[src/logic/dbg_text_pkg.sv]
// Text buffer types and character constants for the debug console
package dbg_text_pkg;

    localparam int DBG_ADDR_W = 9;                     // Top bit picks the bank

    typedef logic [7:0]            char_t;             // Plain ASCII
    typedef logic [DBG_ADDR_W-1:0] buf_addr_t;         // {bank, position}
    typedef logic [7:0]            line_len_t;         // Characters within one bank

    // Fixed parts of the dump line
    localparam int PC_LABEL_LEN    = 4;                // "PC: "
    localparam int CARRY_FIELD_LEN = 9;                // "Carry: x "

    localparam char_t CH_SPACE   = 8'h20;
    localparam char_t CH_COLON   = 8'h3a;
    localparam char_t CH_DIGIT_0 = 8'h30;              // Base for 0..9
    localparam char_t CH_HEX_A   = 8'h41;              // Base for A..F, upper case
    localparam char_t CH_P_UP    = 8'h50;
    localparam char_t CH_C_UP    = 8'h43;
    localparam char_t CH_A_LO    = 8'h61;
    localparam char_t CH_R_LO    = 8'h72;
    localparam char_t CH_Y_LO    = 8'h79;

    // Formatter sequencing, one state per field of the line
    typedef enum logic [2:0] {
        FMT_IDLE,
        FMT_PC_LABEL,
        FMT_PC_DIGITS,
        FMT_PAD,
        FMT_CARRY,
        FMT_DONE
    } fmt_state_t;

endpackage : dbg_text_pkg

[src/logic/dbg_mem_if.sv]
// Single-port access to the text buffer
// Requester holds req and its fields until gnt, read data follows a cycle later
interface dbg_mem_if import dbg_text_pkg::*; ();

    logic      req;        // Access wanted
    logic      we;         // 1 = write, 0 = read
    buf_addr_t addr;
    char_t     wdata;
    logic      gnt;        // Access happens when req and gnt are both high
    char_t     rdata;      // Valid the cycle after a granted read

    modport requester (
        output req,
        output we,
        output addr,
        output wdata,
        input  gnt,
        input  rdata
    );

    modport target (
        input  req,
        input  we,
        input  addr,
        input  wdata,
        output gnt,
        output rdata
    );

endinterface : dbg_mem_if

[src/logic/dbg_text_ram.sv]
// Two-bank character buffer with one synchronous port
module dbg_text_ram import dbg_text_pkg::*; (
    input  logic i_clk,
    dbg_mem_if.target bus
);

    localparam int DEPTH = 2 ** DBG_ADDR_W;    // Two banks of 256

    char_t mem [DEPTH];                         // Contents valid only where written
    char_t rdata_q;

    assign bus.gnt   = 1'b1;                    // Single port, never busy
    assign bus.rdata = rdata_q;

    always_ff @(posedge i_clk) begin
        if (bus.req && bus.gnt) begin
            if (bus.we)
                mem[bus.addr] <= bus.wdata;
            else
                rdata_q <= mem[bus.addr];       // One cycle read latency
        end
    end

endmodule : dbg_text_ram

[src/flat_wrapper.sv]
// flat-port wrapper written by rule: the top's interface ports become plain ports
module dbg_text_ram_flat import dbg_text_pkg::*;
  (i_clk, bus_req, bus_we, bus_addr, bus_wdata, bus_gnt, bus_rdata);
  dbg_mem_if bus_i ();
  input  logic i_clk;
  input wire logic [$bits(bus_i.req)-1:0] bus_req;
  input wire logic [$bits(bus_i.we)-1:0] bus_we;
  input wire logic [$bits(bus_i.addr)-1:0] bus_addr;
  input wire logic [$bits(bus_i.wdata)-1:0] bus_wdata;
  output wire logic [$bits(bus_i.gnt)-1:0] bus_gnt;
  output wire logic [$bits(bus_i.rdata)-1:0] bus_rdata;
  assign bus_i.req = bus_req;
  assign bus_i.we = bus_we;
  assign bus_i.addr = bus_addr;
  assign bus_i.wdata = bus_wdata;
  assign bus_gnt = bus_i.gnt;
  assign bus_rdata = bus_i.rdata;
  dbg_text_ram u_core (.i_clk(i_clk), .bus(bus_i));
endmodule
[config.mk]
export PLATFORM = sky130hd
export DESIGN_NAME = dbg_text_ram_flat
export DESIGN_NICKNAME = d
export VERILOG_FILES = /design/src/logic/dbg_text_pkg.sv /design/src/logic/dbg_mem_if.sv /design/src/logic/dbg_text_ram.sv /design/src/flat_wrapper.sv
export SDC_FILE = /design/constraint.sdc
export NUM_CORES = 2
export LEC_CHECK = 0
export BUFFER_PORTS_ARGS = -buffer_cell sky130_fd_sc_hd__buf_2
export CAP_MARGIN = 20
export CORE_ASPECT_RATIO = 1.75
export CORE_MARGIN = 3
export CORE_UTILIZATION = 50
export DETAILED_ROUTE_END_ITERATION = 8
export PLACE_DENSITY = 0.76
export SLEW_MARGIN = 15
export SYNTH_ARGS = -nofsm -noshare
export SYNTH_HDL_FRONTEND = slang
export SYNTH_SLANG_ARGS = --single-unit
[constraint.sdc]
create_clock -name i_clk -period 2.8 [get_ports i_clk]
set_input_delay 0.14 -clock i_clk [delete_from_list [all_inputs] [get_ports i_clk]]
set_output_delay 0.14 -clock i_clk [all_outputs]
set_load 0.005 [all_outputs]
Yosys cells after proc, flatten, opt, wreduce, memory -nomap -nowiden --
Memory sizes are Yosys's and may differ from the RTL's. A register that Yosys moved wholly into a read port is not among the register bits. Cells that the tools add are included.
Word-level totals: register bits 0, bits in writable memories 4096, bits of input ports 20, output and inout bits 9, logic and storage cells 6, memories 1
Memories:
- u_core.mem | words 512, width 8, rd ports 1, clocked after memory_dff 1, wr ports 1, RTL line dbg_text_ram.sv:9 | char_t mem [DEPTH];
Cells by class: mux-type cells 3, bitwise logic cells 1, reduce and logical (&&, ||, !) cells 1
Operators by type and width (number):
- $mux W1 | 3
- $reduce_and A2 Y1 | 1
- $not A1 Y1 | 1

Logic depth before layout (Yosys ltp) --
depth in word-level cells 3, gate-level depth with buffers 14, gate-level depth less buffers 7

Worst setup path before layout --
No wires, ideal clock.
path kind input to register, from input bus_addr[0], to memory u_core.mem[130][0] in the netlist's numbering (enable), library setup time 0.370 ns, data arrival time 2.609 ns, required time 2.430 ns, setup slack -0.179 ns, stages on the path 12, path buffers 9, cells stage by stage buf_6 buf_6 buf_6 buf_4 buf_4 buf_4 buf_4 buf_4 nor3_1 nand2_1 clkbuf_1 nor2_1
RTL lines:
- from (decl) | RTL line flat_wrapper.sv:8 | input wire logic [$bits(bus_i.addr)-1:0] bus_addr;
- to (decl) | RTL line dbg_text_ram.sv:9
No word-level cell before the write port.

==> key figures <==
Logic synthesis
  • Synth cell count leaders: 4104 x edfxtp_1, 754 x mux4_2, 695 x mux2i_1
  • Most common cell in the netlist: edfxtp_1
  • Synth Instances: 7808
  • Yosys warnings: 0
  • Syn Nets: 7828
  • Yosys top cell area share: 0.774
  • Post-synth ARST share: 0
  • Yosys reg bits: 4104
  • Avg Synthesized Cell Area: 20.4 um^2
  • Sequential-to-total area share from yosys stat: 0.774
  • Yosys cell types: 63
  • Number of synthesized flops with an enable pin: 4104
  • Largest cells by area after synthesis: edfxtp_1 77%, mux4_2 11%, mux2i_1 4.4%, nor2_1 1.3%, o22ai_1 0.94%
  • Cell taking the most area after synthesis: edfxtp_1
  • Cell Area, Synth: 0.159 mm^2
  • Top_reg_cell synth: edfxtp_1

Floorplanning
  • Starting Density: 0.504
  • Row Count: 273
  • Core area: 0.316 mm^2
  • I/O pin count: 29
  • Die width: 433 um
  • Die Y: 753 um
  • Die area: 0.326 mm^2

Detailed routing
  • Vias: 86700
  • WL/cell: 34.6 um
  • Drt first-iter violations: 10800
  • Post-route antenna net violation count: 0
  • Via/cell ratio: 6.42
  • # DRC: 0
  • First-pass DRT Iterations: 8
  • Post-Route WL: 466 mm

Power
  • Internal cell power: 96.7 mW
  • Static Leak: 62.2 nW
  • Sw power: 25.9 mW
  • Reg power frac: 0.551
  • Comb pwr share: 0.057
  • Switch share: 0.211
  • Peak VDD IR: 528 uV
  • Power Density: 648 mW/mm^2
  • Clock Power Share: 0.392

STA
  • Worst setup margin: -0.262 ns
  • Final setup vio count: 7
  • Max_slew headroom: 0.231
  • Fin crit period: 3.06 ns
  • Worst-Margin Slew: 1.15 ns
  • Final Max Slew Viols: 0
  • Final Hold Vio Count: 0
  • Final period utilization: 1.09
  • RSZ-0062 raised after global routing: yes
  • Post-Route Skew: 0.0590 ns
  • Fmax: 0.327 GHz

Critical path
  • Startpoint types: flop
  • Critical-path maximum fanout: 1
  • Internal reg-to-reg setup slack: -0.26 ns
  • Worst setup path end: u_core.bus.rdata[1]
  • Crit Path Class: flop to flop
  • R2r worst-path depth: 7
  • Worst r2r src: u_core.mem[499][1]
  • Data arrival, critical path: 3.71 ns
  • CP Capture Type: flop
  • Worst R2R End: u_core.bus.rdata[1]
  • Crit path from: u_core.mem[499][1]
  • CP required: 3.45 ns

Placed design
  • GP Congestion: 0.981
  • # port buffers: 27
  • Setup WS pre-CTS: -1.64 ns
  • Area after DPL: 0.177 mm^2
  • DP HPWL: 318 mm

Cells and area
  • Layout area overhead: 18.8%
  • Share of layout cells above drive strength 1: 0.323
  • Final instance area: 0.189 mm^2
  • Nets@finish: 9102

Global routing
  • Vias in the first global route: 89400
  • Remaining Overflow, GRT: 0
  • Total GRT Usage: 0.284
  • Pin count of the biggest net entering global routing: 145
  • Initial antenna violation count: 15
  • Global-route wire length before repair: 658 mm

Worst hold path
  • Worst hold start: bus_addr[3]
  • HP Class: input pin to flop

Clock tree
  • Num CTS Buffers: 333
  • Clock H-tree levels: 5
  • Sink Count: 4104
  • Root Driver: clkbuf_16
  • Reg clk slew, reported paths: 0.07 ns
  • CTS tree: yes
  • Post-CTS setup repair buffer count: 0
  • Clock Tree Buf Depth: 4
  • Worst skew pair latency: 0.94 ns

Status
  • Failing checks: setup timing
  • Status: finished, violations left

Run
  • Max-Cap Viols: 0
[kinds of logic after synthesis]
family,synth area share
buf+inv,0.0153
compound gates,0.0302
other cells,0.0000235
simple gates,0.0300
mux,0.151
flops,0.774
[cell type report]
cell class / count / area [um^2]
clock buffer: 391 / 8760
clock inverter: 205 / 2220
tap: 4125 / 5160
antenna: 25 / 62.6
sequential: 4104 / 123000
inverter: 4 / 25.0
fill: 21500 / 127000
multi-input combinational: 3219 / 36200
timing repair buffer: 1420 / 13500
[how the worst min path moves through the flow]
stage	end	slack (ns)	depth (start not counted)
6_report	u_core.bus.rdata[7]	0.13	6
4_1_cts	u_core.bus.rdata[7]	0.05	6
3_5_place_dp	u_core.mem[172][3]	0.56	1
5_1_grt	u_core.bus.rdata[7]	0.17	6
3_3_place_gp	u_core.mem[172][3]	0.56	1
2_1_floorplan	u_core.mem[0][0]	0.24	0
[sequential cells by signal, summed over array words and instances (netlist names)]
| name | flops |
|---|---|
| u_core.bus.rdata | 8 |
| u_core.mem | 4096 |
[routing by layer]
layer	GRT usage	vias up	part of all wire
met5	0	-	0.000090
met4	0.237	6	0.11
met3	0.0465	1441	0.075
met2	0.489	5258	0.51
met1	0.307	45100	0.31
li1	-	34800	-
[what timing repair did]
| item | 4_1_cts | 5_1_grt |
|---|---|---|
| pin swaps | 27 | 27 |
| endpoints found under the hold margin | 1320 | 0 |
| gates cloned | 1 | 0 |
| setup endpoints to repair | 8 | 8 |
| gates resized for setup | 79 | 36 |
| hold buffers | 10 | 0 |
[critical path, stage by stage, from the launching register on]
cell and delay, ns:
edfxtp_1 0.42, mux4_2 0.49, mux4_2 0.58, a211o_1 0.33, or4_4 0.43, nor4b_4 0.30, buf_4 0.18, nand4_1 0.09
[placed cells by master, fill, tap and decap left out, types with 11 or more instances in the layout]
cell        instances
nor4_2             13
clkbuf_16         343
clkinv_2           59
mux2i_1           687
nand4_1            36
nand2_1           160
diode_2            25
nor2_1            323
buf_12            216
nand3_1            85
nor2b_1            11
nor4_1             36
and3_1             44
clkinv_1           64
a21oi_1            48
buf_2              15
o22ai_1           230
o211ai_1           37
bufinv_16          43
o21ai_0            43
mux4_2            754
a22o_1             27
a22oi_1           166
and2_1             11
buf_4            1161
clkbuf_1           48
a32oi_1            18
clkinvlp_4         12
nor2_4            241
nor3_1             17
nand2_4            14
edfxtp_1         4104
inv_6              12
[stage by stage]
stage | setup TNS (ns) | hold slack (ns) | std cells | utilization | total power, mW
after floorplan | -76.87 | 0.239 | 7808 | - | 72.0
after global placement | -10.41 | 0.558 | 12900 | 0.561 | 75.5
after detailed placement | -10.13 | 0.558 | 12900 | 0.561 | 75.7
after CTS | -0.725 | 0.0549 | 13500 | 0.597 | 123
after global routing | -1.15 | 0.174 | 13500 | 0.598 | 125
final | -1.03 | 0.131 | 13500 | 0.598 | 123
[power groups by stage]
stage	clock [mW]	sequential (mW)	combinational, mW
after detailed placement	0	69.0	6.70
after global routing	50.7	67.6	7.13
after global placement	0	69.0	6.55
after floorplan	0	69.0	3.01
after CTS	48.4	67.6	6.82
final	48.1	67.6	6.93
Power figures use the tool's default switching activity.
