`config.mk`:
```
export PLATFORM = sky130hd
export DESIGN_NAME = dbg_reg_formatter_flat
export DESIGN_NICKNAME = d
export VERILOG_FILES = /design/src/logic/saturn_cpu_pkg.sv /design/src/logic/dbg_text_pkg.sv /design/src/logic/dbg_mem_if.sv /design/src/logic/dbg_reg_formatter.sv /design/src/flat_wrapper.sv
export SDC_FILE = /design/constraint.sdc
export NUM_CORES = 1
export LEC_CHECK = 0
export ABC_CLOCK_PERIOD_IN_PS = 3050
export BUFFER_PORTS_ARGS = -buffer_cell sky130_fd_sc_hd__buf_4
export CAP_MARGIN = 20
export CORE_ASPECT_RATIO = 0.6
export CORE_MARGIN = 5
export CORE_UTILIZATION = 33
export DETAILED_ROUTE_END_ITERATION = 8
export SKIP_CTS_REPAIR_TIMING = 1
export SKIP_LAST_GASP = 1
export SYNTH_ARGS = -nofsm -noshare
export SYNTH_HDL_FRONTEND = slang
export SYNTH_SLANG_ARGS = --single-unit
```
`constraint.sdc`:
```
create_clock -name i_clk -period 3.05 [get_ports i_clk]
set_clock_uncertainty 0.05 [all_clocks]
set_input_delay 0.4575 -clock i_clk [delete_from_list [all_inputs] [get_ports i_clk]]
set_output_delay 0.4575 -clock i_clk [all_outputs]
set_load 0.01 [all_outputs]
```
`src/logic/saturn_cpu_pkg.sv`:
```
// Types taken from the CPU core when a register snapshot is captured
package saturn_cpu_pkg;

    // Saturn addresses are 20 bits wide, shown as five hex digits
    localparam int PC_W = 20;

    // The CPU works on 4-bit nibbles throughout
    localparam int NIBBLE_W = 4;

    // Number of hex digits printed for the PC field
    localparam int PC_NIBBLES = PC_W / NIBBLE_W;

    // Program counter as seen on the core's fetch side
    typedef logic [PC_W-1:0] pc_t;

    // One digit of any register
    typedef logic [NIBBLE_W-1:0] nibble_t;

endpackage : saturn_cpu_pkg

```
`src/logic/dbg_text_pkg.sv`:
```
// Text buffer types and character constants for the debug console
package dbg_text_pkg;

    localparam int DBG_ADDR_W = 9;                     // Top bit picks the bank

    typedef logic [7:0]            char_t;             // Plain ASCII
    typedef logic [DBG_ADDR_W-1:0] buf_addr_t;         // {bank, position}
    typedef logic [7:0]            line_len_t;         // Characters within one bank

    // Fixed parts of the dump line
    localparam int PC_LABEL_LEN    = 4;                // "PC: "
    localparam int CARRY_FIELD_LEN = 9;                // "Carry: x "

    localparam char_t CH_SPACE   = 8'h20;
    localparam char_t CH_COLON   = 8'h3a;
    localparam char_t CH_DIGIT_0 = 8'h30;              // Base for 0..9
    localparam char_t CH_HEX_A   = 8'h41;              // Base for A..F, upper case
    localparam char_t CH_P_UP    = 8'h50;
    localparam char_t CH_C_UP    = 8'h43;
    localparam char_t CH_A_LO    = 8'h61;
    localparam char_t CH_R_LO    = 8'h72;
    localparam char_t CH_Y_LO    = 8'h79;

    // Formatter sequencing, one state per field of the line
    typedef enum logic [2:0] {
        FMT_IDLE,
        FMT_PC_LABEL,
        FMT_PC_DIGITS,
        FMT_PAD,
        FMT_CARRY,
        FMT_DONE
    } fmt_state_t;

endpackage : dbg_text_pkg

```
`src/logic/dbg_mem_if.sv`:
```
// Single-port access to the text buffer
// Requester holds req and its fields until gnt, read data follows a cycle later
interface dbg_mem_if import dbg_text_pkg::*; ();

    logic      req;        // Access wanted
    logic      we;         // 1 = write, 0 = read
    buf_addr_t addr;
    char_t     wdata;
    logic      gnt;        // Access happens when req and gnt are both high
    char_t     rdata;      // Valid the cycle after a granted read

    modport requester (
        output req,
        output we,
        output addr,
        output wdata,
        input  gnt,
        input  rdata
    );

    modport target (
        input  req,
        input  we,
        input  addr,
        input  wdata,
        output gnt,
        output rdata
    );

endinterface : dbg_mem_if

```
`src/logic/dbg_reg_formatter.sv`:
```
// Captures PC and carry and writes the dump line into the free bank
// Line layout: "PC: " + 5 hex digits + PAD_SPACES spaces + "Carry: x "
module dbg_reg_formatter import saturn_cpu_pkg::*, dbg_text_pkg::*; #(
    parameter int PAD_SPACES = 13
) (
    input  logic      i_clk,
    input  logic      i_reset,
    input  logic      i_start,          // Phase 3 with a decoded instruction
    input  pc_t       i_pc,
    input  logic      i_carry,
    input  logic      i_bank_free,      // Drain has room for another line
    output logic      o_debug_cycle,
    output logic      o_line_done,      // One cycle, line complete in the bank
    output logic      o_line_bank,
    output line_len_t o_line_len,
    dbg_mem_if.requester bus
);

    localparam line_len_t LINE_LEN = line_len_t'(PC_LABEL_LEN + PC_NIBBLES
                                                 + PAD_SPACES + CARRY_FIELD_LEN);

    fmt_state_t state_q;
    line_len_t  pos_q;                  // Position in the line, also the address
    line_len_t  fld_q;                  // Index within the current field
    logic       bank_q;                 // Bank being filled, or filled last
    pc_t        pc_q;                   // Snapshot, shifted left per digit
    logic       carry_q;
    logic       accept;
    logic       wr_ok;
    char_t      wr_char;

    // Nibble to upper-case hex
    function automatic char_t hex_char(input nibble_t d);
        if (d < nibble_t'(10))
            return CH_DIGIT_0 + char_t'(d);
        return CH_HEX_A + char_t'(d - nibble_t'(10));
    endfunction

    // Idle means no line in flight, including the setup cycle after a start
    assign accept = i_start && (state_q == FMT_IDLE) && !o_debug_cycle && i_bank_free;
    assign wr_ok  = bus.req && bus.gnt;

    always_comb begin
        wr_char = CH_SPACE;
        case (state_q)
            FMT_PC_LABEL: begin
                case (fld_q)
                    8'd0:    wr_char = CH_P_UP;
                    8'd1:    wr_char = CH_C_UP;
                    8'd2:    wr_char = CH_COLON;
                    default: wr_char = CH_SPACE;
                endcase
            end
            FMT_PC_DIGITS: wr_char = hex_char(pc_q[PC_W-1 -: NIBBLE_W]); // MSD first
            FMT_CARRY: begin
                case (fld_q)
                    8'd0:    wr_char = CH_C_UP;
                    8'd1:    wr_char = CH_A_LO;
                    8'd2,
                    8'd3:    wr_char = CH_R_LO;
                    8'd4:    wr_char = CH_Y_LO;
                    8'd5:    wr_char = CH_COLON;
                    8'd7:    wr_char = hex_char({3'b000, carry_q});
                    default: wr_char = CH_SPACE;        // Separator and trailing blank
                endcase
            end
            default: wr_char = CH_SPACE;                // Padding
        endcase
    end

    // Every field state is a write, the buffer port is never read from here
    assign bus.req   = (state_q == FMT_PC_LABEL) || (state_q == FMT_PC_DIGITS) ||
                       (state_q == FMT_PAD) || (state_q == FMT_CARRY);
    assign bus.we    = 1'b1;
    assign bus.addr  = {bank_q, pos_q};
    assign bus.wdata = wr_char;

    assign o_line_done = (state_q == FMT_DONE);
    assign o_line_bank = bank_q;
    assign o_line_len  = LINE_LEN;

    always_ff @(posedge i_clk) begin
        if (i_reset) begin
            state_q       <= FMT_IDLE;
            o_debug_cycle <= 1'b0;
            pos_q         <= '0;
            fld_q         <= '0;
            bank_q        <= 1'b1;              // First line lands in bank 0
        end else begin
            case (state_q)
                FMT_IDLE: begin
                    if (accept) begin
                        o_debug_cycle <= 1'b1;
                        bank_q        <= ~bank_q;       // Other bank than last time
                    end else if (o_debug_cycle) begin
                        state_q <= FMT_PC_LABEL;        // Setup cycle done
                        pos_q   <= '0;
                        fld_q   <= '0;
                    end
                end
                FMT_PC_LABEL, FMT_PC_DIGITS, FMT_PAD, FMT_CARRY: begin
                    if (wr_ok) begin                    // Stall while the port is busy
                        pos_q <= pos_q + 8'd1;
                        fld_q <= fld_q + 8'd1;
                        if (state_q == FMT_PC_LABEL && fld_q == line_len_t'(PC_LABEL_LEN - 1)) begin
                            state_q <= FMT_PC_DIGITS;
                            fld_q   <= '0;
                        end
                        if (state_q == FMT_PC_DIGITS && fld_q == line_len_t'(PC_NIBBLES - 1)) begin
                            state_q <= (PAD_SPACES == 0) ? FMT_CARRY : FMT_PAD;
                            fld_q   <= '0;
                        end
                        if (state_q == FMT_PAD && fld_q == line_len_t'(PAD_SPACES - 1)) begin
                            state_q <= FMT_CARRY;
                            fld_q   <= '0;
                        end
                        if (state_q == FMT_CARRY &&
                            fld_q == line_len_t'(CARRY_FIELD_LEN - 1))
                            state_q <= FMT_DONE;
                    end
                end
                FMT_DONE: begin
                    state_q       <= FMT_IDLE;          // line_done goes out this cycle
                    o_debug_cycle <= 1'b0;
                end
                default: state_q <= FMT_IDLE;
            endcase
        end
    end

    // Snapshot registers, PC shifts one digit per granted digit write
    always_ff @(posedge i_clk) begin
        if (accept) begin
            pc_q    <= i_pc;
            carry_q <= i_carry;
        end else if (state_q == FMT_PC_DIGITS && wr_ok) begin
            pc_q <= pc_q << NIBBLE_W;
        end
    end

endmodule : dbg_reg_formatter

```
`src/flat_wrapper.sv`:
```
// flat-port wrapper written by rule: the top's interface ports become plain ports
module dbg_reg_formatter_flat import saturn_cpu_pkg::*, dbg_text_pkg::*;
#(
    parameter int PAD_SPACES = 13
)
  (i_clk, i_reset, i_start, i_pc, i_carry, i_bank_free, o_debug_cycle, o_line_done, o_line_bank, o_line_len, bus_req, bus_we, bus_addr, bus_wdata, bus_gnt, bus_rdata);
  dbg_mem_if bus_i ();
  input  logic i_clk;
  input  logic i_reset;
  input  logic i_start;
  input  pc_t i_pc;
  input  logic i_carry;
  input  logic i_bank_free;
  output logic o_debug_cycle;
  output logic o_line_done;
  output logic o_line_bank;
  output line_len_t o_line_len;
  output wire logic [$bits(bus_i.req)-1:0] bus_req;
  output wire logic [$bits(bus_i.we)-1:0] bus_we;
  output wire logic [$bits(bus_i.addr)-1:0] bus_addr;
  output wire logic [$bits(bus_i.wdata)-1:0] bus_wdata;
  input wire logic [$bits(bus_i.gnt)-1:0] bus_gnt;
  input wire logic [$bits(bus_i.rdata)-1:0] bus_rdata;
  assign bus_req = bus_i.req;
  assign bus_we = bus_i.we;
  assign bus_addr = bus_i.addr;
  assign bus_wdata = bus_i.wdata;
  assign bus_i.gnt = bus_gnt;
  assign bus_i.rdata = bus_rdata;
  dbg_reg_formatter #(.PAD_SPACES(PAD_SPACES)) u_core (.i_clk(i_clk), .i_reset(i_reset), .i_start(i_start), .i_pc(i_pc), .i_carry(i_carry), .i_bank_free(i_bank_free), .o_debug_cycle(o_debug_cycle), .o_line_done(o_line_done), .o_line_bank(o_line_bank), .o_line_len(o_line_len), .bus(bus_i));
endmodule
```
# Word-level counts from Yosys, hierarchy flattened
# Cells that the tools add are included.
word_totals:
  ff_bits: 42
  input_bits: 34
  out_inout_bits: 30
  word_cells: 90
classes:
  addsub: 8
  order_cmp: 1
  n_eq_ne: 18
  n_mux: 31
  n_bitwise: 1
  reduce_logical: 24
ops:
  columns: ["cell", "count"]
  rows:
  - ["8-bit 2-to-1 mux", 10]
  - ["8-bit case mux with 6 select lines", 1]
  - ["20-bit 2-to-1 mux", 2]
  - ["8-bit case mux with 2 select lines", 2]
  - ["8-bit by 3-bit equality test with 1-bit output, second input constant", 3]
  - ["8-bit case mux with 3 select lines", 1]
  - ["3-bit 2-to-1 mux", 7]
  - ["7-bit case mux with 3 select lines", 1]
  - ["7-bit by 8-bit adder with 8-bit output, first input constant", 2]
  - ["8-bit by 1-bit adder with 8-bit output, second input constant", 2]
  - ["8-bit by 2-bit equality test with 1-bit output, second input constant", 2]
  - ["8-bit by 4-bit equality test with 1-bit output, second input constant", 2]
  - ["1-bit logical AND", 9]
  - ["8-bit by 1-bit equality test with 1-bit output, second input constant", 1]
  - ["8-bit zero test", 1]
  - ["4-bit AND reduction", 2]
  - ["6-bit by 1-bit adder with 7-bit output, first input constant", 1]
  - ["6-bit by 4-bit adder with 7-bit output, first input constant", 1]
  - ["3-bit by 2-bit equality test with 1-bit output, second input constant", 2]
  - ["3-bit equality test, second input constant", 2]
  - ["2-bit by 1-bit inequality test with 1-bit output, second input constant", 3]
  - ["3-bit case mux with 2 select lines", 1]
  - ["2-bit nonzero test", 3]
  - ["1-bit 2-to-1 mux", 5]
  - ["14 further kinds", 17]

# Depth between registers and ports, before layout
depth:
  word_depth: 8
  depth_mapped: 9
  ltp_nobuf: 9

# Least setup slack after synthesis
# Ideal clock, no wire load.
synth_timing:
  path_kind: "register -> register"
  start: "register u_core.state_q[0]"
  end: "register u_core.pc_q[0], enable pin"
  setup_time_ps: 376
  t_arrival_ps: 1792
  required_time_ps: 2624
  path_slack_ps: 832
  path_stages_with_launch: 7
  path_buffers: 2
  synth_period_minus_slack_ps: 2218
  path_cell_list: "dfxtp_1 > clkbuf_1 > nor2_1 > nand3_1 > nor3_2 > buf_2 > a21o_1"
synth_via:
  word_cells_on_any_way: 14
  classes_between: "4 x eq/ne; 10 x reduce/logical"
synth_lines:
  columns: ["item", "line_no", "text"]
  rows:
  - ["start, declared", "dbg_reg_formatter.sv:22", "fmt_state_t state_q;"]
  - ["start signal, assigned", "dbg_reg_formatter.sv:110", "state_q <= (PAD_SPACES == 0) ? FMT_CARRY : FMT_PAD;"]
  - ["3-bit zero test", "dbg_reg_formatter.sv:40", "assign accept = i_start && (state_q == FMT_IDLE) && !o_debug_cycle && i_bank_free;"]
  - ["1-bit logical AND (3 in series)", "dbg_reg_formatter.sv:40", null]
  - ["named net u_core.accept", "dbg_reg_formatter.sv:28", "logic accept;"]
  - ["2-bit nonzero test (no line)", null, null]
  - ["end signal, assigned", "dbg_reg_formatter.sv:134", "pc_q <= i_pc;"]
  - ["end signal, assigned", "dbg_reg_formatter.sv:137", "pc_q <= pc_q << NIBBLE_W;"]
  - ["end, declared", "dbg_reg_formatter.sv:26", "pc_t pc_q;"]
# The timed path passes the listed nets, and every way through them passes these cells.
# A chain may end at the register's enable or synchronous reset.

# Final worst setup path
layout_timing:
  start: "register u_core.fld_q[0]"
  end: "output port bus_wdata[5]"
layout_via:
  elab_chain_len: 4
  word_cells_on_any_way: 11
  classes_between: "6 x eq/ne; 3 x mux; 2 x reduce/logical"
layout_lines:
  columns: ["item", "line_no", "text"]
  rows:
  - ["start, declared", "dbg_reg_formatter.sv:24", "line_len_t fld_q;"]
  - ["start signal, assigned", "dbg_reg_formatter.sv:104", "fld_q <= fld_q + 8'd1;"]
  - ["8-bit by 2-bit equality test with 1-bit output, on equally long branches", "dbg_reg_formatter.sv:47, dbg_reg_formatter.sv:56", null]
  - ["2-bit OR reduction", "dbg_reg_formatter.sv:56", "case (fld_q)"]
  - ["8-bit case mux with 6 select lines", "dbg_reg_formatter.sv:56", null]
  - ["8-bit case mux with 3 select lines *", "dbg_reg_formatter.sv:45", "case (state_q)"]
  - ["end, declared", "flat_wrapper.sv:21", "output wire logic [$bits(bus_i.wdata)-1:0] bus_wdata;"]
# Mark *: on every way between the ends. The rest lies on a longest branch, timed or not.

==> metrics <==
I/O pins 64; post-synthesis compound-gate area fraction 0.131; VDD IR-drop max 0.251 mV; commonest non-fill, non-tap cell in the layout buf_4; Synth async-reset ratio 0; Synth area leader edfxtp_1; HP Class in2reg; Placeable Area 7820 µm²; via count of the first global-routing pass slightly above 2k; Sw Pwr ~0.0007 W; PortBufs 45; DRT Wirelength 5800 µm; Peak Freq 0.368 GHz; top cells by area, synth edfxtp_1 (24%), dfxtp_1 (16%), mux2_2 (7.3%), nand2_1 (4.6%), ha_1 (4.3%); EDFF count, synth 21; final setup vio count 0; Residual DRC 0; final instance area 3200 µm²; YS warnings 0; P&R area growth vs syn 21.3%; Logic pwr share 0.383; largest net degree at the start of global routing 25; die footprint between 9000 and 10000 µm²; Crit Path Class reg2out; Mapped Cells about 290; Max-Cap Viols 0; most frequent cells in the layout buf_4 (52), nand2_1 (32), nor2_1 (23); fin cells 440; register share of total power 0.344; Fillers 797; clock transition at the registers of the reported paths 0.06 ns; main combinational cell family by area after synthesis simple AND/OR/NAND/NOR gates; dpl cell area 3040 µm²; minimum clock period approximately 2.7 ns; CTS tree built; Synth Area in Adders 0.0427; Cell variety after synth 53; WP data required 2.54 ns; final hold viol count 0; Num CTS Buffers 5; register area share after synthesis 0.398; Switching Share 0.334; worst skew pair latency 0.28 ns; initial antenna violation count 0; CP Data Arrival Time 2.21 ns; area share of the largest cell type after synthesis 0.239; Synth Area in Simple Gates 0.249; n_diodes 0; Least-Margin Pin Slew 0.571 ns; max-slew violation count 0; DR iter-0 viols 178; Net count, final about 370; Clock Tree Buf Depth 2; Netlist Area Pre-Place around 2600 µm²; drt via density slightly below 5; Rel. slew slack 0.609; Tcrit/Tclk final 0.892; GRT Residual Overflow 0; initial core utilization 0.337; floorplan row count 25; Routed Antenna Nets 0; Clock Power Share 0.273; die span in y 79.3 µm; post-synthesis xor/xnor area fraction 0.0199; post-DP HPWL 4170 µm; RSZ-0062 raised after global routing false; crit path max fanout 11; post-synthesis mux area share 0.0859; Top FF cell, synth edfxtp_1; H-tree Lvls 2; Vias about 2.2k; syn avg cell area 9.06 µm²; Lkg Pwr between 1 and 1.5 nW; DRT Pass-1 Iters 4; flops & latches, synth 42; die width around 130 µm; outcome finished, final reports clean; root buffer cell clkbuf_16; Global Route Usage Sum 0.122; first-pass GRT wire length 9980 µm; clk sink count 42; Crit. End Element output port; placed cell count 432; WL/cell 13.2 µm; type of origin of the critical path flop; ratio of cells with drive above 1 in the final layout 0.253; placer congestion estimate 0.816; Sum Neg Setup Slack 0 ns; Power Density 673 nW/µm²; internal power 0.00143 W
[critical path, cell delays in order (launching register included)]
cell,delay [ns]
dfxtp_1,0.34
inv_1,0.12
ha_1,0.39
o21ai_0,0.14
a2111oi_0,0.58
o22ai_1,0.17
buf_4,0.18
[flip-flops by register name, indices dropped and copies added (netlist names)]
signal                count
u_core.pc_q              20
u_core.carry_q            1
u_core.o_debug_cycle      1
u_core.pos_q              8
u_core.o_line_bank        1
u_core.state_q            3
u_core.fld_q              8
[per-layer routing]
metal	share of wire	wire length, µm	up-vias	global-route usage
li1	-	-	1103	-
met1	0.52	3010	1010	0.176
met2	0.42	2430	49	0.180
met3	0.044	255	8	0.0249
met4	0.017	99	0	0.0487
met5	0	0	-	0
[synthesized netlist by cell type, drive strengths merged (5+ instances only)]
| cell type | count |
|---|---|
| nand2b | 5 |
| dfxtp | 21 |
| buf | 19 |
| nand3 | 18 |
| clkbuf | 8 |
| o21ai | 19 |
| inv | 8 |
| nor3 | 9 |
| mux2 | 18 |
| edfxtp | 21 |
| a21oi | 14 |
| nand2 | 32 |
| ha | 9 |
| nand3b | 6 |
| and2 | 6 |
| and3 | 6 |
| nor2 | 23 |
| a31oi | 6 |
[per-stage QoR]
step	hold slack (ns)	utilization	power, W	setup slack, ns
CTS	0.305	0.409	0.00217	0.390
floorplan	0.423	-	0.00134	0.832
finish	0.307	0.409	0.00215	0.329
global route	0.301	0.409	0.00230	0.0823
global placement	0.434	0.388	0.00156	0.638
detailed placement	0.446	0.388	0.00157	0.637
[power by group through the flow]
stage / clock (W) / sequential [W] / combinational [W]
finish: 0.000588 / 0.000741 / 0.000824
global route: 0.000630 / 0.000750 / 0.000918
CTS: 0.000603 / 0.000742 / 0.000822
detailed placement: 0 / 0.000753 / 0.000817
global placement: 0 / 0.000751 / 0.000813
floorplan: 0 / 0.000752 / 0.000593
[cells by family after synthesis]
family                     Yosys count
adders and majority gates            9
DFF                                 42
other                                2
and+or+nand+nor                    124
muxes                               20
xor gates and xnor gates             6
AOI/OAI and AO/OA                   53
buffers and inverters               35
[path summary, 6_finish.rpt]
check                           slack [ns]         startpoint  cells after the start                end
worst min-delay path                  0.31            i_carry                      1     u_core.carry_q
worst max register to register        0.58  u_core.state_q[2]                      5  u_core.state_q[2]
worst min register to register        0.46    u_core.fld_q[0]                      2    u_core.fld_q[0]
worst max-delay path                  0.33    u_core.fld_q[0]                      6       bus_wdata[5]
[final cells by class]
type	count	area (µm²)	area share
clock buffer	6	129	0.0403
clock inverter	2	33.8	0.0106
inverter	8	30.0	0.00939
multi-input combinational	222	1430	0.447
sequential	42	1050	0.329
tap	108	135	0.0422
timing repair buffer	52	390	0.122
Note: power is estimated with default switching activity, not from simulation.
