`config.mk`:
```
export PLATFORM = sky130hd
export DESIGN_NAME = dbg_buf_arbiter_flat
export DESIGN_NICKNAME = d
export VERILOG_FILES = /design/src/logic/dbg_text_pkg.sv /design/src/logic/dbg_mem_if.sv /design/src/logic/dbg_buf_arbiter.sv /design/src/flat_wrapper.sv
export SDC_FILE = /design/constraint.sdc
export NUM_CORES = 1
export LEC_CHECK = 0
export BUFFER_PORTS_ARGS = -buffer_cell sky130_fd_sc_hd__buf_4
export CAP_MARGIN = 30
export CORE_MARGIN = 2
export CORE_UTILIZATION = 29
export DETAILED_ROUTE_END_ITERATION = 8
export PLACE_DENSITY_LB_ADDON = 0.05
export SYNTH_ARGS = -nofsm -noshare
export SYNTH_HDL_FRONTEND = slang
export SYNTH_SLANG_ARGS = --single-unit
export TNS_END_PERCENT = 50
```
`constraint.sdc`:
```
create_clock -name vclk -period 1.75
set_input_delay 0.35 -clock vclk [all_inputs]
set_output_delay 0.35 -clock vclk [all_outputs]
set_load 0.05 [all_outputs]
```
`src/logic/dbg_text_pkg.sv`:
```
// Text buffer types and character constants for the debug console
package dbg_text_pkg;

    localparam int DBG_ADDR_W = 9;                     // Top bit picks the bank

    typedef logic [7:0]            char_t;             // Plain ASCII
    typedef logic [DBG_ADDR_W-1:0] buf_addr_t;         // {bank, position}
    typedef logic [7:0]            line_len_t;         // Characters within one bank

    // Fixed parts of the dump line
    localparam int PC_LABEL_LEN    = 4;                // "PC: "
    localparam int CARRY_FIELD_LEN = 9;                // "Carry: x "

    localparam char_t CH_SPACE   = 8'h20;
    localparam char_t CH_COLON   = 8'h3a;
    localparam char_t CH_DIGIT_0 = 8'h30;              // Base for 0..9
    localparam char_t CH_HEX_A   = 8'h41;              // Base for A..F, upper case
    localparam char_t CH_P_UP    = 8'h50;
    localparam char_t CH_C_UP    = 8'h43;
    localparam char_t CH_A_LO    = 8'h61;
    localparam char_t CH_R_LO    = 8'h72;
    localparam char_t CH_Y_LO    = 8'h79;

    // Formatter sequencing, one state per field of the line
    typedef enum logic [2:0] {
        FMT_IDLE,
        FMT_PC_LABEL,
        FMT_PC_DIGITS,
        FMT_PAD,
        FMT_CARRY,
        FMT_DONE
    } fmt_state_t;

endpackage : dbg_text_pkg

```
`src/logic/dbg_mem_if.sv`:
```
// Single-port access to the text buffer
// Requester holds req and its fields until gnt, read data follows a cycle later
interface dbg_mem_if import dbg_text_pkg::*; ();

    logic      req;        // Access wanted
    logic      we;         // 1 = write, 0 = read
    buf_addr_t addr;
    char_t     wdata;
    logic      gnt;        // Access happens when req and gnt are both high
    char_t     rdata;      // Valid the cycle after a granted read

    modport requester (
        output req,
        output we,
        output addr,
        output wdata,
        input  gnt,
        input  rdata
    );

    modport target (
        input  req,
        input  we,
        input  addr,
        input  wdata,
        output gnt,
        output rdata
    );

endinterface : dbg_mem_if

```
`src/logic/dbg_buf_arbiter.sv`:
```
// Shares the single buffer port, formatter has fixed priority over the drain
module dbg_buf_arbiter (
    dbg_mem_if.target    i_fmt,
    dbg_mem_if.target    i_drain,
    dbg_mem_if.requester o_ram
);

    logic fmt_sel;                      // Formatter owns the port this cycle

    assign fmt_sel = i_fmt.req;

    // Winner's fields go straight through to the RAM
    assign o_ram.req   = i_fmt.req || i_drain.req;
    assign o_ram.we    = fmt_sel ? i_fmt.we    : i_drain.we;
    assign o_ram.addr  = fmt_sel ? i_fmt.addr  : i_drain.addr;
    assign o_ram.wdata = fmt_sel ? i_fmt.wdata : i_drain.wdata;

    // Zero-latency grants, drain only when the formatter is quiet
    assign i_fmt.gnt   = i_fmt.req && o_ram.gnt;
    assign i_drain.gnt = i_drain.req && !fmt_sel && o_ram.gnt;

    // Read data goes back to both, only the drain ever reads
    assign i_fmt.rdata   = o_ram.rdata;
    assign i_drain.rdata = o_ram.rdata;

endmodule : dbg_buf_arbiter

```
`src/flat_wrapper.sv`:
```
// flat-port wrapper written by rule: the top's interface ports become plain ports
module dbg_buf_arbiter_flat 
  (i_fmt_req, i_fmt_we, i_fmt_addr, i_fmt_wdata, i_fmt_gnt, i_fmt_rdata, i_drain_req, i_drain_we, i_drain_addr, i_drain_wdata, i_drain_gnt, i_drain_rdata, o_ram_req, o_ram_we, o_ram_addr, o_ram_wdata, o_ram_gnt, o_ram_rdata);
  dbg_mem_if i_fmt_i ();
  dbg_mem_if i_drain_i ();
  dbg_mem_if o_ram_i ();
  input wire logic [$bits(i_fmt_i.req)-1:0] i_fmt_req;
  input wire logic [$bits(i_fmt_i.we)-1:0] i_fmt_we;
  input wire logic [$bits(i_fmt_i.addr)-1:0] i_fmt_addr;
  input wire logic [$bits(i_fmt_i.wdata)-1:0] i_fmt_wdata;
  output wire logic [$bits(i_fmt_i.gnt)-1:0] i_fmt_gnt;
  output wire logic [$bits(i_fmt_i.rdata)-1:0] i_fmt_rdata;
  input wire logic [$bits(i_drain_i.req)-1:0] i_drain_req;
  input wire logic [$bits(i_drain_i.we)-1:0] i_drain_we;
  input wire logic [$bits(i_drain_i.addr)-1:0] i_drain_addr;
  input wire logic [$bits(i_drain_i.wdata)-1:0] i_drain_wdata;
  output wire logic [$bits(i_drain_i.gnt)-1:0] i_drain_gnt;
  output wire logic [$bits(i_drain_i.rdata)-1:0] i_drain_rdata;
  output wire logic [$bits(o_ram_i.req)-1:0] o_ram_req;
  output wire logic [$bits(o_ram_i.we)-1:0] o_ram_we;
  output wire logic [$bits(o_ram_i.addr)-1:0] o_ram_addr;
  output wire logic [$bits(o_ram_i.wdata)-1:0] o_ram_wdata;
  input wire logic [$bits(o_ram_i.gnt)-1:0] o_ram_gnt;
  input wire logic [$bits(o_ram_i.rdata)-1:0] o_ram_rdata;
  assign i_fmt_i.req = i_fmt_req;
  assign i_fmt_i.we = i_fmt_we;
  assign i_fmt_i.addr = i_fmt_addr;
  assign i_fmt_i.wdata = i_fmt_wdata;
  assign i_fmt_gnt = i_fmt_i.gnt;
  assign i_fmt_rdata = i_fmt_i.rdata;
  assign i_drain_i.req = i_drain_req;
  assign i_drain_i.we = i_drain_we;
  assign i_drain_i.addr = i_drain_addr;
  assign i_drain_i.wdata = i_drain_wdata;
  assign i_drain_gnt = i_drain_i.gnt;
  assign i_drain_rdata = i_drain_i.rdata;
  assign o_ram_req = o_ram_i.req;
  assign o_ram_we = o_ram_i.we;
  assign o_ram_addr = o_ram_i.addr;
  assign o_ram_wdata = o_ram_i.wdata;
  assign o_ram_i.gnt = o_ram_gnt;
  assign o_ram_i.rdata = o_ram_rdata;
  dbg_buf_arbiter u_core (.i_fmt(i_fmt_i), .i_drain(i_drain_i), .o_ram(o_ram_i));
endmodule
```
Word-level counts from Yosys, hierarchy flattened. Index checks and enable logic that the tools add are counted. W data, S select, Z words.

Bits in registers: 0. Input port bits: 47. Output and inout bits: 37. Logic and storage cells: 8.

Muxes and demuxes: 3. Reduce and logical (&&, ||, !) cells: 5.

Operators with widths (number): $mux W9 (1); $mux W8 (1); $logic_and A1 B1 Y1 (3); $logic_not A1 Y1 (1); $logic_or A1 B1 Y1 (1); $mux W1 (1).

Longest topological paths before layout. Gate-level depths: netlist (run 1).

Word-level depth: 3. Depth in mapped cells: 2. Depth with buffers taken out: 1.

Least setup slack after synthesis (run 1). Ideal clock, no wire load.

Path kind: in2out. Start: input port i_fmt_req. End: output port i_drain_gnt. Data arrival time: 0.990 ns. Data required time: 1.400 ns. Slack: 0.410 ns. Cell stages on the path: 2. Path buffers: 1. Path through: buf_6 > and3b_1.

Longest elaborated chain between the ends: 3.

Ends and longest elaborated chain: start, declared (RTL line flat_wrapper.sv:7) `input wire logic [$bits(i_fmt_i.req)-1:0] i_fmt_req;`; $logic_not A1 Y1 (RTL line dbg_buf_arbiter.sv:20) `assign i_drain.gnt = i_drain.req && !fmt_sel && o_ram.gnt;`; $logic_and A1 B1 Y1 (2 in series) (RTL line dbg_buf_arbiter.sv:20); end, declared (RTL line flat_wrapper.sv:17) `output wire logic [$bits(i_drain_i.gnt)-1:0] i_drain_gnt;`.

No other way between the ends.

Worst setup path after layout (run 1).
Start: input port i_fmt_req. End: output port o_ram_addr[7].

Longest elaborated chain between the ends: 1.

Ends and longest elaborated chain: $mux W9 (RTL line dbg_buf_arbiter.sv:15) `assign o_ram.addr = fmt_sel ? i_fmt.addr : i_drain.addr;`; end, declared (RTL line flat_wrapper.sv:21) `output wire logic [$bits(o_ram_i.addr)-1:0] o_ram_addr;`.

No other way between the ends.

==> flow_summary.toml, run 1 <==
[cells_and_area]
multi_input_area_um2 = 288
final_common_cell = "buf_4"
seq_cells = 0
layout_common_cells = "60 x buf_4, 17 x mux2_4"
fin_nets = 130
final.fill_count = 128
instances_no_fill = 96
regArea_um2 = 0
area_delta_synth_final_pct = 75.9
diodes = 0
drive_gt1_share_pct = 97.5
num-clock-buffers = 0

[routing]
antenna_left = 0
drcViolationCount = 0
totalWireLength_um = 1310
drtPass1Iterations = 3
wl_per_cell_um = 13.7
vias_per_cell = 4.54
drtIter0Drc = 2
route.vias.total = 436

[critical_path]
cp-endpoint = "o_ram_addr[7]"
end_kind = "output pin"
critPathKind = "in2out"
critPathLaunch = "i_fmt_req"
start_kind = "primary input"
critPathMaxFanout = 21
crit_required_ps = 1400
arrival_ps = 1220

[power]
powerDensity_nw_per_um2 = 425
p_leak_uw = 0.000444
ir_worst_vdd_mv = 0.184

[global_route]
gr-total-overflow = 0
grt_first_pass_wirelength_um = 1930
grt_pass1_vias = 419
antenna_found_initial = 0
track_usage_pct = 13.0
grt_max_degree = 22

[run_status]
outcome = "complete, no violations"

[worst_hold_path]
min_path_type = "in2out"

[sta]
finalSetupViolCount = 0
rsz0062_at_grt = "no"
final_max_slew_viol_count = 0
worstMarginPinSlew_ps = 335
final.min_clock_period_ps = 1570
setup_tns_ps = 0
slew_headroom_pct = 77.7
period_share_pct = 89.7
fmax_ghz = 0.637
hold_viol_final = 0

[floorplanning]
chipHeight_um = 42.5
rows = 13
core_um2 = 1350
die_x_um = 42.5
dieArea_um2 = 1810
start_util_pct = 31.9
ios = 84

[synthesis]
syn_avg_cell_area_um2 = 11.0
ys_seq_area_share_pct = 0
yosysTopAreaCell = "mux2_4"
synth_area_um2 = 430
synth_cell_types = 7
ys_top_cells_by_area = "mux2_4 59%, buf_4 28%, buf_6 5.2%"
synthCells = 39
syn_nets = 86
synth_warnings = 0
yosysTopAreaCellShare_pct = 59.3

[clock_tree]
cts_hold_buf = 0
post-cts-setup-buffer-count = 0
cts_resized = 0

[placed_design]
portBuffers = 60
dp_cells = 96
gp_congestion = 0.753

[job]
cap_violations = 0
-- stage by stage --
step                util (%)  setup WS, ps  cell area, µm²  hold slack (ps)  power [µW]
finish                  56.1           181             757              700         322
global route            56.1           145             757              700         335
CTS                     56.1           179             757              701         324
detailed placement      56.1           180             757              701         324
global placement        56.1           180             757              701         323
floorplan                  -           410             430              867         305
-- worst min-delay path by stage --
stage,start,end,slack (ps),cells past startpoint
6_report,o_ram_rdata[4],i_drain_rdata[4],700,0
5_1_grt,o_ram_rdata[0],i_fmt_rdata[0],700,0
4_1_cts,o_ram_rdata[4],i_drain_rdata[4],700,0
3_5_place_dp,o_ram_rdata[4],i_drain_rdata[4],700,0
3_3_place_gp,o_ram_rdata[4],i_drain_rdata[4],700,0
2_1_floorplan,o_ram_rdata[0],i_drain_rdata[0],870,1
-- power by group --
group	leakage, µW	internal (µW)	switching, µW	total (µW)
combinational	0.000444	148	174	322
clock	0	0	0	0
sequential	0	0	0	0
-- cells by family after synthesis --
kind of cell           count (synthesis)  synth area share, %
buffers and inverters                 18                 33.1
multiplexers                          18                 61.9
AND/OR/NAND/NOR                        3                 4.94
-- routing by layer --
metal	global-route usage, %	share of wire [%]	vias up
met5	0	0	-
met4	2.50	2.1	0
met3	5.60	16	8
met2	22.2	49	40
met1	14.9	33	186
li1	-	-	202
-- cells in the mapped netlist --
| master | number |
|---|---|
| mux2_4 | 17 |
| buf_4 | 16 |
| buf_6 | 2 |
| and2_1 | 1 |
| and3b_1 | 1 |
| mux2_2 | 1 |
| or2_2 | 1 |
-- final cells by class --
cell class | count | share of cell area (%)
Multi-Input combinational cell | 21 | 38.0
Tap cell | 15 | 2.48
Timing Repair Buffer | 60 | 59.5
-- critical path, stage by stage --
cell and delay (ps):
buf_4 300, mux2_2 380, buf_4 190
Note: power is estimated with default switching activity, not from simulation.
==> run 2: changes to the inputs <==
- RECOVER_POWER: unset -> 50
==> flow_summary.toml, run 2 (synthesized netlist as in run 1, its figures left out) <==
[critical_path]
cpPeakStageDelay_ps = 380
cp.depth = 3
end_kind = "output pin"
critPathKind = "in2out"
crit_slowest_cell = "mux2_2"
crit_family = "buffers and inverters"
critPathMaxFanout = 21
cp_common_cell = "buf_4"
cp-endpoint = "o_ram_addr[7]"
crit_required_ps = 1400
start_kind = "primary input"
critPathLaunch = "i_fmt_req"
path_buf_inv = 2
crit_chain = "buf_4, mux2_2, buf_4"
arrival_ps = 1220

[sta]
rsz0062_at_grt = "no"
period_share_pct = 89.7
worstMarginPinSlew_ps = 335
setup_slack_ps = 181
hold_viol_final = 0
fmax_ghz = 0.637
final_max_slew_viol_count = 0
finalSetupViolCount = 0
setup_tns_ps = 0
final.min_clock_period_ps = 1570
slew_headroom_pct = 77.7

[power]
p_leak_uw = 0.000444
total_power_uw = 322
ir_worst_vdd_mv = 0.184
powerDensity_nw_per_um2 = 426

[clock_tree]
post-cts-setup-buffer-count = 0
cts_resized = 0
cts_hold_buf = 0

[routing]
wl_per_cell_um = 13.7
totalWireLength_um = 1310
drcViolationCount = 0
drtPass1Iterations = 3
antenna_left = 0
drtIter0Drc = 2
vias_per_cell = 4.54
route.vias.total = 436

[placed_design]
dp_cells = 96
portBuffers = 60
preCtsSetupSlack_ps = 180
placed_cell_area_um2 = 757
gp_congestion = 0.753

[global_route]
antenna_found_initial = 0
grt_max_degree = 22
grt_pass1_vias = 419
track_usage_pct = 13.0
grt_first_pass_wirelength_um = 1930
gr-total-overflow = 0

[cells_and_area]
num-clock-buffers = 0
seq_cells = 0
final_cell_area_um2 = 754
final_common_cell = "buf_4"
regArea_um2 = 0
area_delta_synth_final_pct = 75.3
final.fill_count = 129
drive_gt1_share_pct = 97.5
fin_nets = 130
multi_input_area_um2 = 288
instances_no_fill = 96
layout_common_cells = "59 x buf_4, 17 x mux2_4"
diodes = 0

[run_status]
outcome = "complete, no violations"

[job]
cap_violations = 0

[floorplanning]
rows = 13
die_x_um = 42.5
dieArea_um2 = 1810
ios = 84
core_um2 = 1350
chipHeight_um = 42.5
start_util_pct = 31.9

[worst_hold_path]
hp-start = "o_ram_rdata[4]"
min_path_type = "in2out"
run 2: cell types whose count changed in the layout (fill, tap and decap cells not counted):
cell,change
buf_4,-1
clkbuf_2,+1
run 2: area by class of cell:
cell class                 count  area share, %
timing repair buffer          60           59.4
multi-input combinational     21           38.1
tap                           15           2.49
run 2: power breakdown:
part           internal [µW]  total, µW  switching [µW]  leakage [µW]
registers                  0          0               0             0
clock network              0          0               0             0
logic                    148        322             174      0.000444
total                    148        322             174      0.000444
run 2: worst min-delay path by stage:
| stage | end | slack, ps | cells past startpoint |
|---|---|---|---|
| 2_1_floorplan | i_drain_rdata[0] | 870 | 1 |
| 3_3_place_gp | i_drain_rdata[4] | 700 | 0 |
| 3_5_place_dp | i_drain_rdata[4] | 700 | 0 |
| 4_1_cts | i_drain_rdata[4] | 700 | 0 |
| 5_1_grt | i_fmt_rdata[0] | 700 | 0 |
| 6_report | i_drain_rdata[4] | 700 | 0 |
run 2: stage by stage:
stage	util [%]	hold slack [ps]
final	55.9	700
after global routing	55.9	700
after CTS	56.1	701
after detailed placement	56.1	701
after global placement	56.1	701
after floorplan	-	867
run 2: per-layer routing:
metal	routed length [µm]	share of wire, %	track usage, %	vias up
met5	0	0	0	-
met4	27	2.1	2.50	0
met3	209	16	5.60	8
li1	-	-	-	202
met1	432	33	14.9	186
met2	645	49	22.2	40
==> run 3: changes to the inputs <==
- ABC_AREA: unset -> 1
- CORE_UTILIZATION: 29 -> 26
==> flow_summary.toml, run 3 <==
[routing]
drtPass1Iterations = 4
drcViolationCount = 0
route.vias.total = 543
antenna_left = 0
drtIter0Drc = 4
wl_per_cell_um = 8.79
totalWireLength_um = 1190
vias_per_cell = 4.02

[critical_path]
crit_slowest_cell = "inv_2"
critPathMaxFanout = 22
cpPeakStageDelay_ps = 250
arrival_ps = 1140
crit_family = "buffers and inverters"
critPathKind = "in2out"
start_kind = "primary input"
crit_required_ps = 1400
crit_chain = "buf_4, inv_2, nand2_1, nand2_1, buf_4"
end_kind = "output pin"
path_buf_inv = 3

[clock_tree]
cts_resized = 0
post-cts-setup-buffer-count = 0
cts_hold_buf = 0

[synthesis]
yosysTopAreaCellShare_pct = 57.5
synth_warnings = 0
synthCells = 79
ys_top_cells_by_area = "nand2_1 58%, buf_4 35%, buf_2 2.7%"
yosysTopAreaCell = "nand2_1"
synth_common_cells = "56 x nand2_1, 17 x buf_4, 2 x buf_2, 2 x inv_2"
yosysMostFrequentCell = "nand2_1"
syn_avg_cell_area_um2 = 4.62
ys_seq_area_share_pct = 0
syn_nets = 126
synth_cell_types = 6
synth_area_um2 = 365

[worst_hold_path]
min_path_type = "in2out"
hold_depth = 0
hold_end = "i_drain_rdata[5]"
hp-start = "o_ram_rdata[5]"

[cells_and_area]
fin_nets = 169
drive_gt1_share_pct = 50.8
layout_common_cells = "59 x buf_4, 56 x nand2_1, 2 x inv_2"
final_common_cell = "buf_4"
diodes = 0
regArea_um2 = 0
num-clock-buffers = 0
area_delta_synth_final_pct = 89.7
seq_cells = 0

[floorplanning]
die_x_um = 41.5
ios = 84
start_util_pct = 28.1
rows = 13
core_um2 = 1300
chipHeight_um = 41.5
dieArea_um2 = 1720

[placed_design]
hpwl_um = 944
portBuffers = 60
gp_congestion = 0.757

[sta]
fmax_ghz = 0.670
hold_viol_final = 0
slew_headroom_pct = 60.3
finalSetupViolCount = 0
final.min_clock_period_ps = 1490
rsz0062_at_grt = "no"
worstMarginPinSlew_ps = 598
whs_ps = 700
period_share_pct = 85.3
setup_tns_ps = 0
final_max_slew_viol_count = 0

[power]
powerDensity_nw_per_um2 = 429
ir_worst_vdd_mv = 0.178
p_leak_uw = 0.000463

[global_route]
antenna_found_initial = 0
track_usage_pct = 12.1
grt_max_degree = 23
grt_pass1_vias = 421
gr-total-overflow = 0
grt_first_pass_wirelength_um = 1820

[job]
cap_violations = 0

[run_status]
outcome = "complete, no violations"
-- run 3: changes by cell type in the layout (fill, tap and decap cells not counted), sizes merged --
cell   previous run  this run
and3b             1         0
and2              1         0
nand2             0        56
mux2             18         0
inv               0         2
nor2              0         1
-- run 3: per-layer routing --
metal	global-route usage [%]	wire length, µm	part of all wire [%]	up-vias
li1	-	-	-	299
met2	19.1	494	42	46
met1	16.1	488	41	198
met4	0.645	0	0	0
met3	4.78	202	17	0
met5	0	0	0	-
-- run 3: power breakdown --
part	leakage (µW)	internal [µW]	total, µW	switching, µW
sequential	0	0	0	0
combinational	0.000463	114	298	183
clock	0	0	0	0
total	0.000463	114	298	183
-- run 3: cell families (layout without fill, tap and decap cells) --
family | Yosys count | count (layout) | share of synthesized area (%)
AND/OR/NAND/NOR | 58 | 58 | 60.3
buffers and inverters | 21 | 62 | 39.7
-- run 3: how the worst max path moves through the flow --
stage,startpoint,end,slack [ps],cells after the start
finish,i_fmt_req,o_ram_wdata[3],260,5
detailed placement,i_fmt_req,o_ram_wdata[3],260,5
global route,i_fmt_req,o_ram_wdata[1],180,5
global placement,i_fmt_req,o_ram_addr[5],270,5
CTS,i_fmt_req,o_ram_addr[7],260,5
floorplan,i_fmt_req,i_drain_gnt,230,2
-- run 3: stage by stage --
stage	power (µW)	util (%)	cells	cell area, µm²	setup WS, ps
floorplan	273	-	79	365	231
global placement	298	53.6	135	697	275
detailed placement	299	53.6	135	697	263
CTS	300	53.6	135	697	260
global route	313	53.3	135	693	180
finish	298	53.3	135	693	257
-- run 3: area by class of cell --
cell class | count | area, µm²
multi-input combinational | 58 | 220
tap | 15 | 18.8
fill | 151 | 608
timing repair buffer | 60 | 447
inverter | 2 | 7.51
